`src/hdl/cave_video_params.svh`:
```
//////////////////////////////////////////////////////////////////////
// Cave video scan-out parameters
// Timing, pixel FIFO sizing and debug overlay geometry
//////////////////////////////////////////////////////////////////////

`ifndef CAVE_VIDEO_PARAMS_SVH
`define CAVE_VIDEO_PARAMS_SVH

// Horizontal timing, in pixels
`define H_ACTIVE      320
`define H_TOTAL       384
`define H_SYNC_START  336
`define H_SYNC_END    368

// Vertical timing, in lines
`define V_ACTIVE      240
`define V_TOTAL       264
`define V_SYNC_START  244
`define V_SYNC_END    247

// Position counter width, covers both totals
`define POS_W         9

// Pixel FIFO size in 64-bit words
`define FB_FIFO_DEPTH        16
// Writer is ready while the fill count is below this
`define FB_FIFO_READY_LEVEL  14

// Four RGB555 pixels per frame-buffer word
`define PIX_PER_WORD  4

// Debug bar box in the top-left corner, two pixels per bar
`define DBG_WIDTH     64
`define DBG_HEIGHT    10

`endif

```
`src/hdl/cave_video_pkg.sv`:
```
//////////////////////////////////////////////////////////////////////
// Cave video types
// Pixel, word, position and control types of the scan-out path
//////////////////////////////////////////////////////////////////////

`default_nettype none

`include "cave_video_params.svh"

package cave_video_pkg;

  // One 16-bit frame-buffer pixel, top bit not displayed
  typedef struct packed {
    logic       unused;
    logic [4:0] red;
    logic [4:0] green;
    logic [4:0] blue;
  } rgb555_t;

  // Frame-buffer word, pixel 0 in the low 16 bits
  typedef rgb555_t [`PIX_PER_WORD-1:0] fb_word_t;

  // Expanded output colour
  typedef struct packed {
    logic [7:0] red;
    logic [7:0] green;
    logic [7:0] blue;
  } rgb888_t;

  // Beam position
  typedef struct packed {
    logic [`POS_W-1:0] x;
    logic [`POS_W-1:0] y;
  } video_pos_t;

  // Sync, blanking and visible area
  typedef struct packed {
    logic hsync;
    logic vsync;
    logic hblank;
    logic vblank;
    logic enable;
  } video_ctrl_t;

  // Options from the menu
  typedef struct packed {
    logic wide;
    logic vertical;
    logic debug;
  } display_cfg_t;

  // Aspect ratio reported to the scaler
  typedef enum logic [1:0] {
    ASPECT_4_3,
    ASPECT_3_4,
    ASPECT_16_9
  } aspect_t;

endpackage

`default_nettype wire

```
`src/hdl/video_timing.sv`:
```
//////////////////////////////////////////////////////////////////////
// Video timing generator
// Pixel and line counters with registered sync, blanking and enable
//////////////////////////////////////////////////////////////////////

`timescale 1ns/1ns
`default_nettype none

`include "cave_video_params.svh"

module video_timing
  import cave_video_pkg::*;
(
  input  logic        clk_video_i,
  input  logic        sreset_i,
  output video_pos_t  pos_o,
  output video_ctrl_t ctrl_o
);

  video_pos_t  pos_next;
  video_ctrl_t ctrl_next;

  //////////////////////////////////////////////////////////////////////
  // Next position
  //////////////////////////////////////////////////////////////////////

  always_comb begin
    pos_next.x = pos_o.x + 1'b1;
    pos_next.y = pos_o.y;
    // End of line
    if (pos_o.x == `H_TOTAL - 1) begin
      pos_next.x = '0;
      // End of frame
      if (pos_o.y == `V_TOTAL - 1) begin
        pos_next.y = '0;
      end else begin
        pos_next.y = pos_o.y + 1'b1;
      end
    end
  end

  //////////////////////////////////////////////////////////////////////
  // Window decode
  //////////////////////////////////////////////////////////////////////

  // Decoded from the next position so that the registered
  // control lines up with the registered counters
  always_comb begin
    ctrl_next.hblank = (pos_next.x >= `H_ACTIVE);
    ctrl_next.vblank = (pos_next.y >= `V_ACTIVE);
    // Active high sync pulses
    ctrl_next.hsync  = (pos_next.x >= `H_SYNC_START) &&
                       (pos_next.x <  `H_SYNC_END);
    ctrl_next.vsync  = (pos_next.y >= `V_SYNC_START) &&
                       (pos_next.y <  `V_SYNC_END);
    // Visible area only
    ctrl_next.enable = (pos_next.x < `H_ACTIVE) &&
                       (pos_next.y < `V_ACTIVE);
  end

  //////////////////////////////////////////////////////////////////////
  // Counters and control registers
  //////////////////////////////////////////////////////////////////////

  always_ff @(posedge clk_video_i) begin
    if (sreset_i) begin
      pos_o  <= '0;
      // All control bits dropped in reset
      ctrl_o <= '0;
    end else begin
      pos_o  <= pos_next;
      ctrl_o <= ctrl_next;
    end
  end

endmodule

`default_nettype wire

```
`src/hdl/pixel_fifo.sv`:
```
//////////////////////////////////////////////////////////////////////
// Pixel FIFO
// Single clock circular buffer with fill-level ready on the write side
//////////////////////////////////////////////////////////////////////

`timescale 1ns/1ns
`default_nettype none

`include "cave_video_params.svh"

module pixel_fifo
  import cave_video_pkg::*;
#(
  parameter type entry_t = fb_word_t
) (
  input  logic   clk_video_i,
  input  logic   sreset_i,
  // Write side, valid/ready
  input  entry_t wr_data_i,
  input  logic   wr_valid_i,
  output logic   wr_ready_o,
  // Read side, head entry and pop
  output entry_t rd_data_o,
  input  logic   rd_pop_i,
  output logic   empty_o
);

  localparam int ADDR_W = $clog2(`FB_FIFO_DEPTH);

  // Storage, no reset needed
  entry_t mem [`FB_FIFO_DEPTH];

  logic [ADDR_W-1:0] wr_ptr;
  logic [ADDR_W-1:0] rd_ptr;
  logic [ADDR_W:0]   count;
  logic              push;
  logic              pop;

  // Ready while below the threshold, leaves headroom for late writes
  assign wr_ready_o = (count < `FB_FIFO_READY_LEVEL);
  assign empty_o    = (count == '0);

  assign push = wr_valid_i & wr_ready_o;
  // Pop on empty is ignored
  assign pop  = rd_pop_i & ~empty_o;

  // Head of queue
  assign rd_data_o = mem[rd_ptr];

  always_ff @(posedge clk_video_i) begin
    if (push) begin
      mem[wr_ptr] <= wr_data_i;
    end
  end

  //////////////////////////////////////////////////////////////////////
  // Pointers and fill count
  //////////////////////////////////////////////////////////////////////

  always_ff @(posedge clk_video_i) begin
    if (sreset_i) begin
      wr_ptr <= '0;
      rd_ptr <= '0;
      count  <= '0;
    end else begin
      // Pointers wrap on the power of two depth
      if (push) begin
        wr_ptr <= wr_ptr + 1'b1;
      end
      if (pop) begin
        rd_ptr <= rd_ptr + 1'b1;
      end
      case ({push, pop})
        2'b10:   count <= count + 1'b1;
        2'b01:   count <= count - 1'b1;
        default: count <= count;
      endcase
    end
  end

endmodule

`default_nettype wire

```
`src/hdl/scanout_reader.sv`:
```
//////////////////////////////////////////////////////////////////////
// Scan-out reader
// Locks onto the video timing and unpacks FIFO words into pixels
//////////////////////////////////////////////////////////////////////

`timescale 1ns/1ns
`default_nettype none

`include "cave_video_params.svh"

module scanout_reader
  import cave_video_pkg::*;
(
  input  logic        clk_video_i,
  input  logic        sreset_i,
  input  video_ctrl_t ctrl_i,
  // FIFO head
  input  fb_word_t    word_i,
  input  logic        empty_i,
  output logic        pop_o,
  // Current pixel
  output rgb555_t     pixel_o
);

  localparam int IDX_W = $clog2(`PIX_PER_WORD);

  logic             lock_on_video;
  logic [IDX_W-1:0] pix_idx;
  logic             consume;
  logic             last_pix;

  // One pixel per visible cycle, only once locked and with data
  assign consume  = ctrl_i.enable & lock_on_video & ~empty_i;
  assign last_pix = (pix_idx == IDX_W'(`PIX_PER_WORD - 1));

  // Word leaves the FIFO with its last pixel
  assign pop_o = consume & last_pix;

  // Black before lock and on underrun
  assign pixel_o = (lock_on_video && !empty_i) ? word_i[pix_idx] : '0;

  //////////////////////////////////////////////////////////////////////
  // Lock on video
  //////////////////////////////////////////////////////////////////////

  // First vertical blanking with data in the FIFO starts the frame
  always_ff @(posedge clk_video_i) begin
    if (sreset_i) begin
      lock_on_video <= 1'b0;
    end else if (ctrl_i.hblank && ctrl_i.vblank && !empty_i) begin
      lock_on_video <= 1'b1;
    end
  end

  //////////////////////////////////////////////////////////////////////
  // Pixel index within the head word
  //////////////////////////////////////////////////////////////////////

  // Index holds on underrun so no pixel is skipped
  always_ff @(posedge clk_video_i) begin
    if (sreset_i) begin
      pix_idx <= '0;
    end else if (consume) begin
      if (last_pix) begin
        pix_idx <= '0;
      end else begin
        pix_idx <= pix_idx + 1'b1;
      end
    end
  end

endmodule

`default_nettype wire

```
`src/hdl/pixel_output.sv`:
```
//////////////////////////////////////////////////////////////////////
// Pixel output stage
// RGB888 expansion, debug bar overlay, output registers, aspect ratio
//////////////////////////////////////////////////////////////////////

`timescale 1ns/1ns
`default_nettype none

`include "cave_video_params.svh"

module pixel_output
  import cave_video_pkg::*;
(
  input  logic         clk_video_i,
  input  logic         sreset_i,
  input  video_pos_t   pos_i,
  input  video_ctrl_t  ctrl_i,
  input  rgb555_t      pixel_i,
  input  display_cfg_t cfg_i,
  input  logic [31:0]  debug_value_i,
  output rgb888_t      rgb_o,
  output logic         hsync_o,
  output logic         vsync_o,
  output logic         de_o,
  output logic [7:0]   arx_o,
  output logic [7:0]   ary_o
);

  // Bar number width, each bar is two pixels wide
  localparam int BAR_W = $clog2(`DBG_WIDTH) - 1;

  rgb888_t          expanded;
  rgb888_t          rgb_next;
  logic             in_box;
  logic [BAR_W-1:0] bar_idx;
  logic             bar_on;
  aspect_t          aspect;

  // Top bits repeated into the low bits
  assign expanded.red   = {pixel_i.red,   pixel_i.red[4:2]};
  assign expanded.green = {pixel_i.green, pixel_i.green[4:2]};
  assign expanded.blue  = {pixel_i.blue,  pixel_i.blue[4:2]};

  //////////////////////////////////////////////////////////////////////
  // Debug overlay
  //////////////////////////////////////////////////////////////////////

  assign in_box  = cfg_i.debug && (pos_i.x < `DBG_WIDTH) && (pos_i.y < `DBG_HEIGHT);
  assign bar_idx = pos_i.x[BAR_W:1];
  // MSB on the left
  assign bar_on  = debug_value_i[5'd31 - bar_idx];

  // White or black bar over the picture
  assign rgb_next = in_box ? {24{bar_on}} : expanded;

  // Menu priority, wide over vertical
  assign aspect = cfg_i.wide     ? ASPECT_16_9 :
                  cfg_i.vertical ? ASPECT_3_4  : ASPECT_4_3;

  //////////////////////////////////////////////////////////////////////
  // Output registers
  //////////////////////////////////////////////////////////////////////

  always_ff @(posedge clk_video_i) begin
    if (sreset_i) begin
      de_o    <= 1'b0;
      hsync_o <= 1'b0;
      vsync_o <= 1'b0;
    end else begin
      de_o    <= ctrl_i.enable;
      hsync_o <= ctrl_i.hsync;
      vsync_o <= ctrl_i.vsync;
    end
  end

  // Colour and ratio follow the same cycle
  always_ff @(posedge clk_video_i) begin
    rgb_o <= rgb_next;
    case (aspect)
      ASPECT_16_9: begin
        arx_o <= 8'd16;
        ary_o <= 8'd9;
      end
      ASPECT_3_4: begin
        arx_o <= 8'd3;
        ary_o <= 8'd4;
      end
      default: begin
        arx_o <= 8'd4;
        ary_o <= 8'd3;
      end
    endcase
  end

endmodule

`default_nettype wire

```
`src/hdl/cave_video_top.sv`:
```
//////////////////////////////////////////////////////////////////////
// Cave video scan-out top level
// FIFO input, lock-on-video reader and registered video output
//////////////////////////////////////////////////////////////////////

`timescale 1ns/1ns
`default_nettype none

module cave_video_top
  import cave_video_pkg::*;
(
  input  logic         CLK_VIDEO,
  input  logic         core_sreset,
  // Frame-buffer words
  input  fb_word_t     fb_word_i,
  input  logic         fb_valid_i,
  output logic         fb_ready_o,
  // Options
  input  display_cfg_t cfg_i,
  input  logic [31:0]  debug_value_i,
  // Video out
  output rgb888_t      rgb_o,
  output logic         hsync_o,
  output logic         vsync_o,
  output logic         de_o,
  output logic [7:0]   arx_o,
  output logic [7:0]   ary_o
);

  video_pos_t  pos;
  video_ctrl_t ctrl;
  fb_word_t    head_word;
  logic        fifo_empty;
  logic        fifo_pop;
  rgb555_t     pixel;

  //////////////////////////////////////////////////////////////////////
  // Input side
  //////////////////////////////////////////////////////////////////////

  pixel_fifo #(
    .entry_t(fb_word_t)
  ) u_pixel_fifo (
    .clk_video_i(CLK_VIDEO),
    .sreset_i   (core_sreset),
    .wr_data_i  (fb_word_i),
    .wr_valid_i (fb_valid_i),
    .wr_ready_o (fb_ready_o),
    .rd_data_o  (head_word),
    .rd_pop_i   (fifo_pop),
    .empty_o    (fifo_empty)
  );

  // Timing and pixel unpacking
  video_timing u_video_timing (
    .clk_video_i(CLK_VIDEO),
    .sreset_i   (core_sreset),
    .pos_o      (pos),
    .ctrl_o     (ctrl)
  );

  scanout_reader u_scanout_reader (
    .clk_video_i(CLK_VIDEO),
    .sreset_i   (core_sreset),
    .ctrl_i     (ctrl),
    .word_i     (head_word),
    .empty_i    (fifo_empty),
    .pop_o      (fifo_pop),
    .pixel_o    (pixel)
  );

  //////////////////////////////////////////////////////////////////////
  // Output side
  //////////////////////////////////////////////////////////////////////

  pixel_output u_pixel_output (
    .clk_video_i  (CLK_VIDEO),
    .sreset_i     (core_sreset),
    .pos_i        (pos),
    .ctrl_i       (ctrl),
    .pixel_i      (pixel),
    .cfg_i        (cfg_i),
    .debug_value_i(debug_value_i),
    .rgb_o        (rgb_o),
    .hsync_o      (hsync_o),
    .vsync_o      (vsync_o),
    .de_o         (de_o),
    .arx_o        (arx_o),
    .ary_o        (ary_o)
  );

endmodule

`default_nettype wire

```
`config.mk`:
```
export PLATFORM = sky130hd
export DESIGN_NAME = cave_video_top
export DESIGN_NICKNAME = d
export VERILOG_FILES = /design/src/hdl/cave_video_pkg.sv /design/src/hdl/video_timing.sv /design/src/hdl/pixel_fifo.sv /design/src/hdl/scanout_reader.sv /design/src/hdl/pixel_output.sv /design/src/hdl/cave_video_top.sv
export VERILOG_INCLUDE_DIRS = /design/src /design/src/hdl
export SDC_FILE = /design/constraint.sdc
export NUM_CORES = 1
export LEC_CHECK = 0
export ABC_AREA = 1
export CAP_MARGIN = 10
export CORE_AREA = 3 3 294 296
export DETAILED_ROUTE_END_ITERATION = 10
export DIE_AREA = 0 0 297 299
export DONT_BUFFER_PORTS = 1
export PLACE_DENSITY = 0.61
export SETUP_SLACK_MARGIN = 0.15
export SLEW_MARGIN = 20
export SYNTH_ARGS = -nofsm -noshare
export SYNTH_HDL_FRONTEND = slang
export SYNTH_SLANG_ARGS = --single-unit
```
`constraint.sdc`:
```
create_clock -name CLK_VIDEO -period 5.7 [get_ports CLK_VIDEO]
set_clock_uncertainty 0.2 [all_clocks]
set_input_delay 1.14 -clock CLK_VIDEO [delete_from_list [all_inputs] [get_ports CLK_VIDEO]]
set_output_delay 1.14 -clock CLK_VIDEO [all_outputs]
set_load 0.02 [all_outputs]
```
### Word level (Yosys, flattened, before mapping)

Memory sizes are Yosys's and may differ from the RTL's. A register that Yosys moved wholly into a read port is not among the register bits.
Cells that the tools add are included.

* flip-flop bits (word level): 75
* memory bits (writable): 1024
* input port bits: 102
* output and inout bits: 44
* word-level logic and storage cells: 84
* memories: 1

Memories
* u_pixel_fifo.mem: depth 16, width 64, rd ports 1, clocked after Yosys merged registers in 1, write ports 1, RTL line pixel_fifo.sv:31 `` entry_t mem [`FB_FIFO_DEPTH]; ``

* $add $sub $neg: 8
* magnitude comparators: 13
* equal/unequal tests: 7
* mux-type cells: 18
* bitwise operators: 6
* reductions and logical operators: 11

Operators by type and width (number)
* binary-select mux 16 bit (select 2 bit): 1
* 2-to-1 mux 15 bit: 2
* 2-to-1 mux 24 bit: 1
* one-hot mux 5 bit (2 select lines): 2
* adder 9 x 1 -> 9 bit, second input constant: 2
* == test 9 bit, second input constant: 2
* >= comparator 9 x 8 -> 1 bit, second input constant: 2
* >= comparator 9 bit, second input constant: 2
* less-than comparator 9 x 8 -> 1 bit, second input constant: 2
* less-than comparator 9 bit, second input constant: 2
* 2-to-1 mux 18 bit: 1
* less-than comparator 9 x 4 -> 1 bit, second input constant: 1
* less-than comparator 9 x 7 -> 1 bit, second input constant: 1
* 2-to-1 mux 9 bit: 1
* adder 4 x 1 -> 4 bit, second input constant: 2
* logical AND 1 bit: 8
* 2-to-1 mux 4 bit: 2
* one-hot mux 4 bit (2 select lines): 1
* == test 2 bit, second input constant: 3
* less-than comparator 5 x 6 -> 1 bit, second input constant: 1
* adder 5 x 1 -> 5 bit, second input constant: 1
* bitwise AND 1 bit: 5
* binary-select mux 1 bit (select 5 bit): 1
* zero test 5 bit: 1
* 11 further kinds: 16

### Depth between registers and ports, before layout

Gate-level depths: netlist of the first run.

* depth in word-level cells: 7
* mapped depth: 18
* mapped depth without buffers: 18

### Modules after synthesis

A second synthesis of the first run with hierarchy kept.

* cells, all modules: 3406
* area, all modules: 45064.5 um^2

By module, submodules not included
* pixel_fifo: times used 1, cells an instance 2824, area an instance 41626.2 um^2, sequential area each 31089.8 um^2
* pixel_output: times used 1, cells an instance 186, area an instance 1252.5 um^2, sequential area each 440.4 um^2
* video_timing: times used 1, cells an instance 187, area an instance 1226.2 um^2, sequential area each 460.4 um^2
* scanout_reader: times used 1, cells an instance 209, area an instance 959.7 um^2, sequential area each 60.1 um^2

### Worst setup path before layout of the first run

No wires, ideal clock.

* path kind: input to register
* start: input fb_valid_i
* end: memory u_pixel_fifo.mem[11][0] (netlist bit) (enable)
* library setup time: 0.478 ns
* arrival: 4.082 ns
* required time: 5.022 ns
* slack: 0.940 ns
* stages: 4
* buffers on the path: 0
* cells stage by stage: nand2_1 > inv_1 > nand2_1 > nor2_1

* longest elaborated chain between the ends: 3

Ends and longest elaborated chain
* start, declared: RTL line cave_video_top.sv:16 `input logic fb_valid_i,`
* bitwise AND 1 bit: RTL line pixel_fifo.sv:43 `assign push = wr_valid_i & wr_ready_o;`
* 2-to-1 mux 1 bit: RTL line pixel_fifo.sv:51 `if (push) begin`
* 2-to-1 mux 1 bit (not written as such): RTL line pixel_fifo.sv:52 `mem[wr_ptr] <= wr_data_i;`
* end, declared: RTL line pixel_fifo.sv:31

Every way passes these cells.

### Final worst setup path of the first run

* start: register u_pixel_fifo.count[2]
* end: memory u_pixel_fifo.mem[3][34] (netlist bit) (enable)

* longest elaborated chain between the ends: 4

Ends and longest elaborated chain
* start, declared: RTL line pixel_fifo.sv:35 `logic [ADDR_W:0] count;`
* start signal, assigned: RTL line pixel_fifo.sv:74 `2'b10: count <= count + 1'b1;`
* start signal, assigned: RTL line pixel_fifo.sv:75 `2'b01: count <= count - 1'b1;`
* start signal, assigned: RTL line pixel_fifo.sv:76 `default: count <= count;`
* less-than comparator 5 x 4 -> 1 bit (no line)
* named net fb_ready_o: RTL line cave_video_top.sv:17 `output logic fb_ready_o,`
* bitwise AND 1 bit: RTL line pixel_fifo.sv:43
* 2-to-1 mux 1 bit: RTL line pixel_fifo.sv:51
* 2-to-1 mux 1 bit (not written as such): RTL line pixel_fifo.sv:52

The timed path passes the listed nets, and every way through them passes these cells.

==> impl_metrics.ini, run 1 <==
[outcome]
outcome = finished clean

[final_layout]
drive_gt1_frac = 0.0601
final_area_um2 = 46000
layout.cells.non_filler = 4795
syn2layout_area_growth_pct = 9.85
final_cell_mix = 1,305 x nand2_1, 960 x edfxtp_1, 825 x nand3_1, 109 x clkbuf_16, 74 x nor2_1
mostFrequentLayoutCell = nand2_1
nNetsFinal = 3689
final_core_util = 0.549

[synth]
ys_warn_count = 0
syn_inst = 3661
ys_types = 36
ys_seq_elements = 1025
synth-seq-area-share = 0.719
synth.avg_cell_area_um2 = 11.4
synthesis.area_um2 = 41900

[floorplan]
num_io_pins = 146
start_util = 0.500
core.rowCount = 106
die_y_um = 299
die-area_um2 = 88800
core_um2 = 83800
die_width_um = 297

[global_route]
grt_pass1_vias = 25500
grt_max_degree = 232
antenna_found_initial = 1
grt_pass1_wl_mm = 160
groute.usage.overall = 0.237
grt-ovfl-total = 0

[power_and_ir_drop]
power_mw = 15.4
p_switching_mw = 3.05
switching_share = 0.198
leakage_nw = 16.5
clkPwrFrac = 0.437
p_comb_frac = 0.017
p_seq_frac = 0.546
powerDensity_nw_per_um2 = 334
irDropWorstVdd_mv = 0.236
intPower_mw = 12.3

[clock_network]
cts_hold_buf = 0
cts_root_buf = clkbuf_16
cts.sinks = 1025
numCtsBuffers = 104
tritoncts = built
insertion_delay_ns = 0.66
post_cts_resized = 0
path_clk_slew_ns = 0.06
h-tree-depth = 3
clk_path_buf_depth = 3
cts_setup_buffers = 0

[sta]
worst_pin_slew_ns = 1.02
timing.final.ws_setup_ns = 2.13
drv_slew = 0
layout_min_cycle_time_ns = 3.57
max_slew_margin = 0.319
fin_hold_ws_ns = 0.199
period_share = 0.627
tns_ns = 0
finalHoldViolCount = 0
setup_viol = 0
rsz0062_at_grt = no
max_clock_freq_mhz = 280

[place]
dpl.hpwl_mm = 51.9
post-place-ws_ns = 2.05
place_area_um2 = 42700
dp_cells = 4604
portBuffers = 0
place.gp.congestion = 0.790

[setup_path]
critPathLaunchType = flip-flop
critical_path.endpoint_type = flip-flop
cp.arrival_ns = 3.67
worstSetupPathType = reg -> reg
required_ns = 5.80
crit_path_max_fanout = 42

[route]
wire_per_inst_um = 22.2
first_pass_iters = 8
ant_nets = 0
vias = 26800
wl_mm = 106
avgViaCountPerCell = 5.60
drtIter0Drc = 2555
drc = 0

[job]
max_cap_violations = 0

[min_path]
hold_path.class = reg -> reg
## Yosys cell counts
cell	instances	share of area
edfxtp_1	960	0.69
inv_1	56	0.0050
a21oi_1	15	0.0018
clkinv_1	1	0.000089
buf_12	1	0.00048
dfxtp_1	65	0.031
nor2_1	90	0.0081
o21ai_0	37	0.0044
nor3b_1	1	0.00018
clkbuf_1	34	0.0030
buf_8	1	0.00036
inv_4	1	0.00015
nor3_1	7	0.00084
nand2_1	1305	0.12
nor3_4	2	0.00078
buf_1	19	0.0017
conb_1	1	0.000089
o21ai_1	4	0.00048
xnor2_1	3	0.00063
nand2_2	1	0.00015
or2_2	1	0.00015
inv_2	1	0.000089
o211ai_1	5	0.00090
xor2_1	7	0.0015
clkinv_2	1	0.00012
a211oi_1	1	0.00018
buf_4	39	0.0070
buf_6	26	0.0070
nand3_1	825	0.099
nand3_2	2	0.00048
buf_2	123	0.015
a31oi_1	2	0.00030
o22ai_1	4	0.00060
ha_1	11	0.0033
nand4_1	8	0.0012
o21a_1	1	0.00018
## final timing paths
check | from | slack (ns) | end | depth (start not counted)
worst max-delay path | u_pixel_fifo.count[2] | 2.13 | u_pixel_fifo.mem[3][34] | 6
worst min-delay path | u_video_timing.ctrl_o[3] | 0.20 | u_pixel_output.vsync_o | 2
worst max register to register | u_pixel_fifo.count[2] | 2.13 | u_pixel_fifo.mem[3][34] | 6
worst min register to register | u_video_timing.ctrl_o[3] | 0.20 | u_pixel_output.vsync_o | 2
## state kept, by name, summed over array words and instances (netlist names), 4 cells and up, named ones only
signal,count
u_pixel_fifo.count,5
u_pixel_fifo.mem,960
u_pixel_fifo.rd_ptr,4
u_pixel_fifo.wr_ptr,4
u_pixel_output.ary_o,4
u_pixel_output.rgb_o,15
u_video_timing.ctrl_o,5
u_video_timing.pos_o,18
## kinds of logic (layout without fill, tap and decap cells)
group                    after synthesis  count (layout)  share of synthesized area
AND/OR/NAND/NOR                     2242            2242                      0.227
flip-flops                          1025            1025                      0.719
buffers and inverters                303             295                     0.0397
AO/OA/AOI/OAI                         69              69                    0.00884
adder cells (fa/ha/maj)               11              11                    0.00328
XOR/XNOR                              10              10                    0.00209
other                                  1               9                  0.0000895
## metal layers
| metal | vias to the layer above | wire (um) | track usage | part of all wire |
|---|---|---|---|---|
| met5 | - | 0 | 0 | 0 |
| met4 | 0 | 2350 | 0.0709 | 0.022 |
| met3 | 179 | 8240 | 0.0440 | 0.077 |
| met2 | 1015 | 50700 | 0.389 | 0.48 |
| met1 | 13100 | 45100 | 0.325 | 0.42 |
| li1 | 12600 | - | - | - |
## power groups by stage
| stage | Combinational [mW] | Clock (mW) | Sequential [mW] |
|---|---|---|---|
| CTS | 0.267 | 6.81 | 8.40 |
| finish | 0.267 | 6.73 | 8.40 |
| global placement | 0.265 | 0 | 8.56 |
| global route | 0.295 | 7.12 | 8.41 |
| detailed placement | 0.266 | 0 | 8.56 |
| floorplan | 0.196 | 0 | 8.55 |
## area by class of cell
class                      instances  area (um2)
clock buffer                     136        2870
multi-input combinational       2340       10300
tap                             1134        1420
timing repair buffer              45         588
inverter                          60         255
clock inverter                    54         498
fill                            7033       37800
antenna                            1        2.50
sequential                      1025       30100
## critical path: stages (launching register included)
cell and delay (ns):
dfxtp_1 0.34, a31oi_1 0.57, nand2_1 0.39, inv_1 0.21, nand2_1 0.28, nor2_4 0.73
buf_12 0.43
(Power assumes the default switching activity.)
==> run 2: changes to the inputs <==
==> constraint.sdc (replaced) <==
create_clock -name CLK_VIDEO -period 3.7 [get_ports CLK_VIDEO]
set_clock_uncertainty 0.2 [all_clocks]
set_input_delay 0.74 -clock CLK_VIDEO [delete_from_list [all_inputs] [get_ports CLK_VIDEO]]
set_output_delay 0.74 -clock CLK_VIDEO [all_outputs]
set_load 0.02 [all_outputs]
==> impl_metrics.ini, run 2 (same netlist as run 1, synthesis figures left out) <==
[route]
wire_per_inst_um = 21.8
vias = 27100
first_pass_iters = 5
ant_nets = 0
drc = 0
avgViaCountPerCell = 5.52
wl_mm = 107
drtIter0Drc = 2632

[sta]
rsz0062_at_grt = no
layout_min_cycle_time_ns = 2.94
timing.final.ws_setup_ns = 0.761
tns_ns = 0
period_share = 0.794
setup_viol = 0
max_clock_freq_mhz = 340
drv_slew = 0
max_slew_margin = 0.320
worst_pin_slew_ns = 1.02
finalHoldViolCount = 0

[setup_path]
ff2ff_setup_slack_ns = 0.76
cp_slowest_cell = dfxtp_1
reg2reg_to = u_pixel_fifo.count[4]
cp.arrival_ns = 3.29
crit_path_max_fanout = 6
critPathMostFrequentCell = nand2_1
cp_num_buf_inv = 2
r2r_start = u_pixel_fifo.count[1]
worst_r2r_path_depth = 18
cpLargestDelayFamily = simple AND/OR/NAND/NOR gates
critical_path.endpoint_type = flip-flop
crit_chain = nor3_1 -> nand3_1 -> nand2_1 -> inv_1 -> nand2_1 -> nor2_1 -> ha_1 -> xor2_1 -> ha_1 -> inv_1 -> nand2_1 -> nand2_1 -> o21ai_0 -> a21oi_1 -> o21ai_0 -> nand2_1 -> nand2_1 -> nor2_1
critPathLaunchType = flip-flop
worstSetupPathType = reg -> reg
cp.depth = 18
max_stage_delay_ns = 0.40
required_ns = 4.05

[min_path]
hold_path_depth = 2
hold-path-endpoint = u_pixel_fifo.wr_ptr[2]
hold_path.class = in -> reg
worstHoldStart = core_sreset

[place]
portBuffers = 0
place.gp.congestion = 0.763
dpl.hpwl_mm = 54.9
post-place-ws_ns = 0.802

[floorplan]
die_y_um = 299
core.rowCount = 106
core_um2 = 83800
die_width_um = 297
num_io_pins = 146
die-area_um2 = 88800
start_util = 0.500

[final_layout]
final_core_util = 0.564
final_cell_mix = 1,305 x nand2_1, 960 x edfxtp_1, 825 x nand3_1, 108 x clkbuf_16, 73 x nor2_1
mostFrequentLayoutCell = nand2_1
top_register = u_pixel_fifo.mem
largest_reg_flops = 960
ff_latch_area_um2 = 30100
syn2layout_area_growth_pct = 12.7
drive_gt1_frac = 0.0739
top_regs = u_pixel_fifo.mem: 960 flops, u_video_timing.pos_o: 18 flops, u_pixel_output.rgb_o: 15 flops
multiInputGateArea_um2 = 10300
nNetsFinal = 3793
nFillCells = 6941

[job]
max_cap_violations = 0

[power_and_ir_drop]
irDropWorstVdd_mv = 0.381
power_mw = 24.2
leakage_nw = 17.0
powerDensity_nw_per_um2 = 512

[clock_network]
path_clk_slew_ns = 0.06
insertion_delay_ns = 0.65
cts.sinks = 1025
cts_root_buf = clkbuf_16
post_cts_resized = 0
clk_path_buf_depth = 3
cts_setup_buffers = 0
tritoncts = built
numCtsBuffers = 106
h-tree-depth = 3

[global_route]
groute.usage.overall = 0.237
grt_pass1_vias = 25800
antenna_found_initial = 9
grt_pass1_wl_mm = 160
grt-ovfl-total = 0
grt_max_degree = 121

[outcome]
outcome = finished clean
[run 2: worst max path at each step]
stage / from / to / slack (ns)
floorplan: u_pixel_fifo.count[2] / u_pixel_fifo.mem[11][0] / -0.84
global placement: u_pixel_fifo.count[1] / u_pixel_fifo.count[4] / 0.78
detailed placement: fb_valid_i / u_pixel_fifo.mem[9][14] / 0.80
CTS: u_pixel_fifo.count[3] / u_pixel_fifo.mem[9][62] / 0.80
global route: u_pixel_fifo.count[1] / u_pixel_fifo.count[4] / 0.28
finish: u_pixel_fifo.count[1] / u_pixel_fifo.count[4] / 0.76
[run 2: layer usage]
layer | vias to the layer above | track usage | wire length [um]
met1 | 13100 | 0.325 | 45200
met3 | 201 | 0.0416 | 7550
met5 | - | 0 | 60
met2 | 940 | 0.386 | 50800
li1 | 12800 | - | -
met4 | 10 | 0.0835 | 3250
[run 2: what timing repair did]
item / 4_1_cts / 5_1_grt
endpoints found under the hold margin: 991 / 0
setup endpoints to repair: 0 / 0
hold buffers: 63 / 0
[run 2: per-stage QoR]
stage / hold WS [ns] / cell area, um2 / cells
detailed placement: 0.192 / 43100 / 4643
global placement: 0.192 / 43100 / 4643
CTS: 0.00142 / 47200 / 4907
global route: 0.0288 / 47200 / 4908
finish: 0.0450 / 47300 / 4910
floorplan: 0.188 / 42000 / 3668
[run 2: final cells by class]
type | count | share of cell area
multi-input combinational | 2340 | 0.217
timing repair buffer | 147 | 0.0349
clock buffer | 130 | 0.0600
antenna | 3 | 0.000159
inverter | 60 | 0.00540
tap | 1134 | 0.0300
clock inverter | 71 | 0.0142
sequential | 1025 | 0.638
[run 2: report_power, final]
| group | leakage (nW) | total, mW | switching (mW) | internal, mW |
|---|---|---|---|---|
| Combinational | 6.11 | 0.610 | 0.453 | 0.158 |
| Sequential | 9.21 | 12.9 | 0.102 | 12.8 |
| Clock | 1.71 | 10.6 | 4.43 | 6.22 |
| Total | 17.0 | 24.2 | 4.99 | 19.2 |
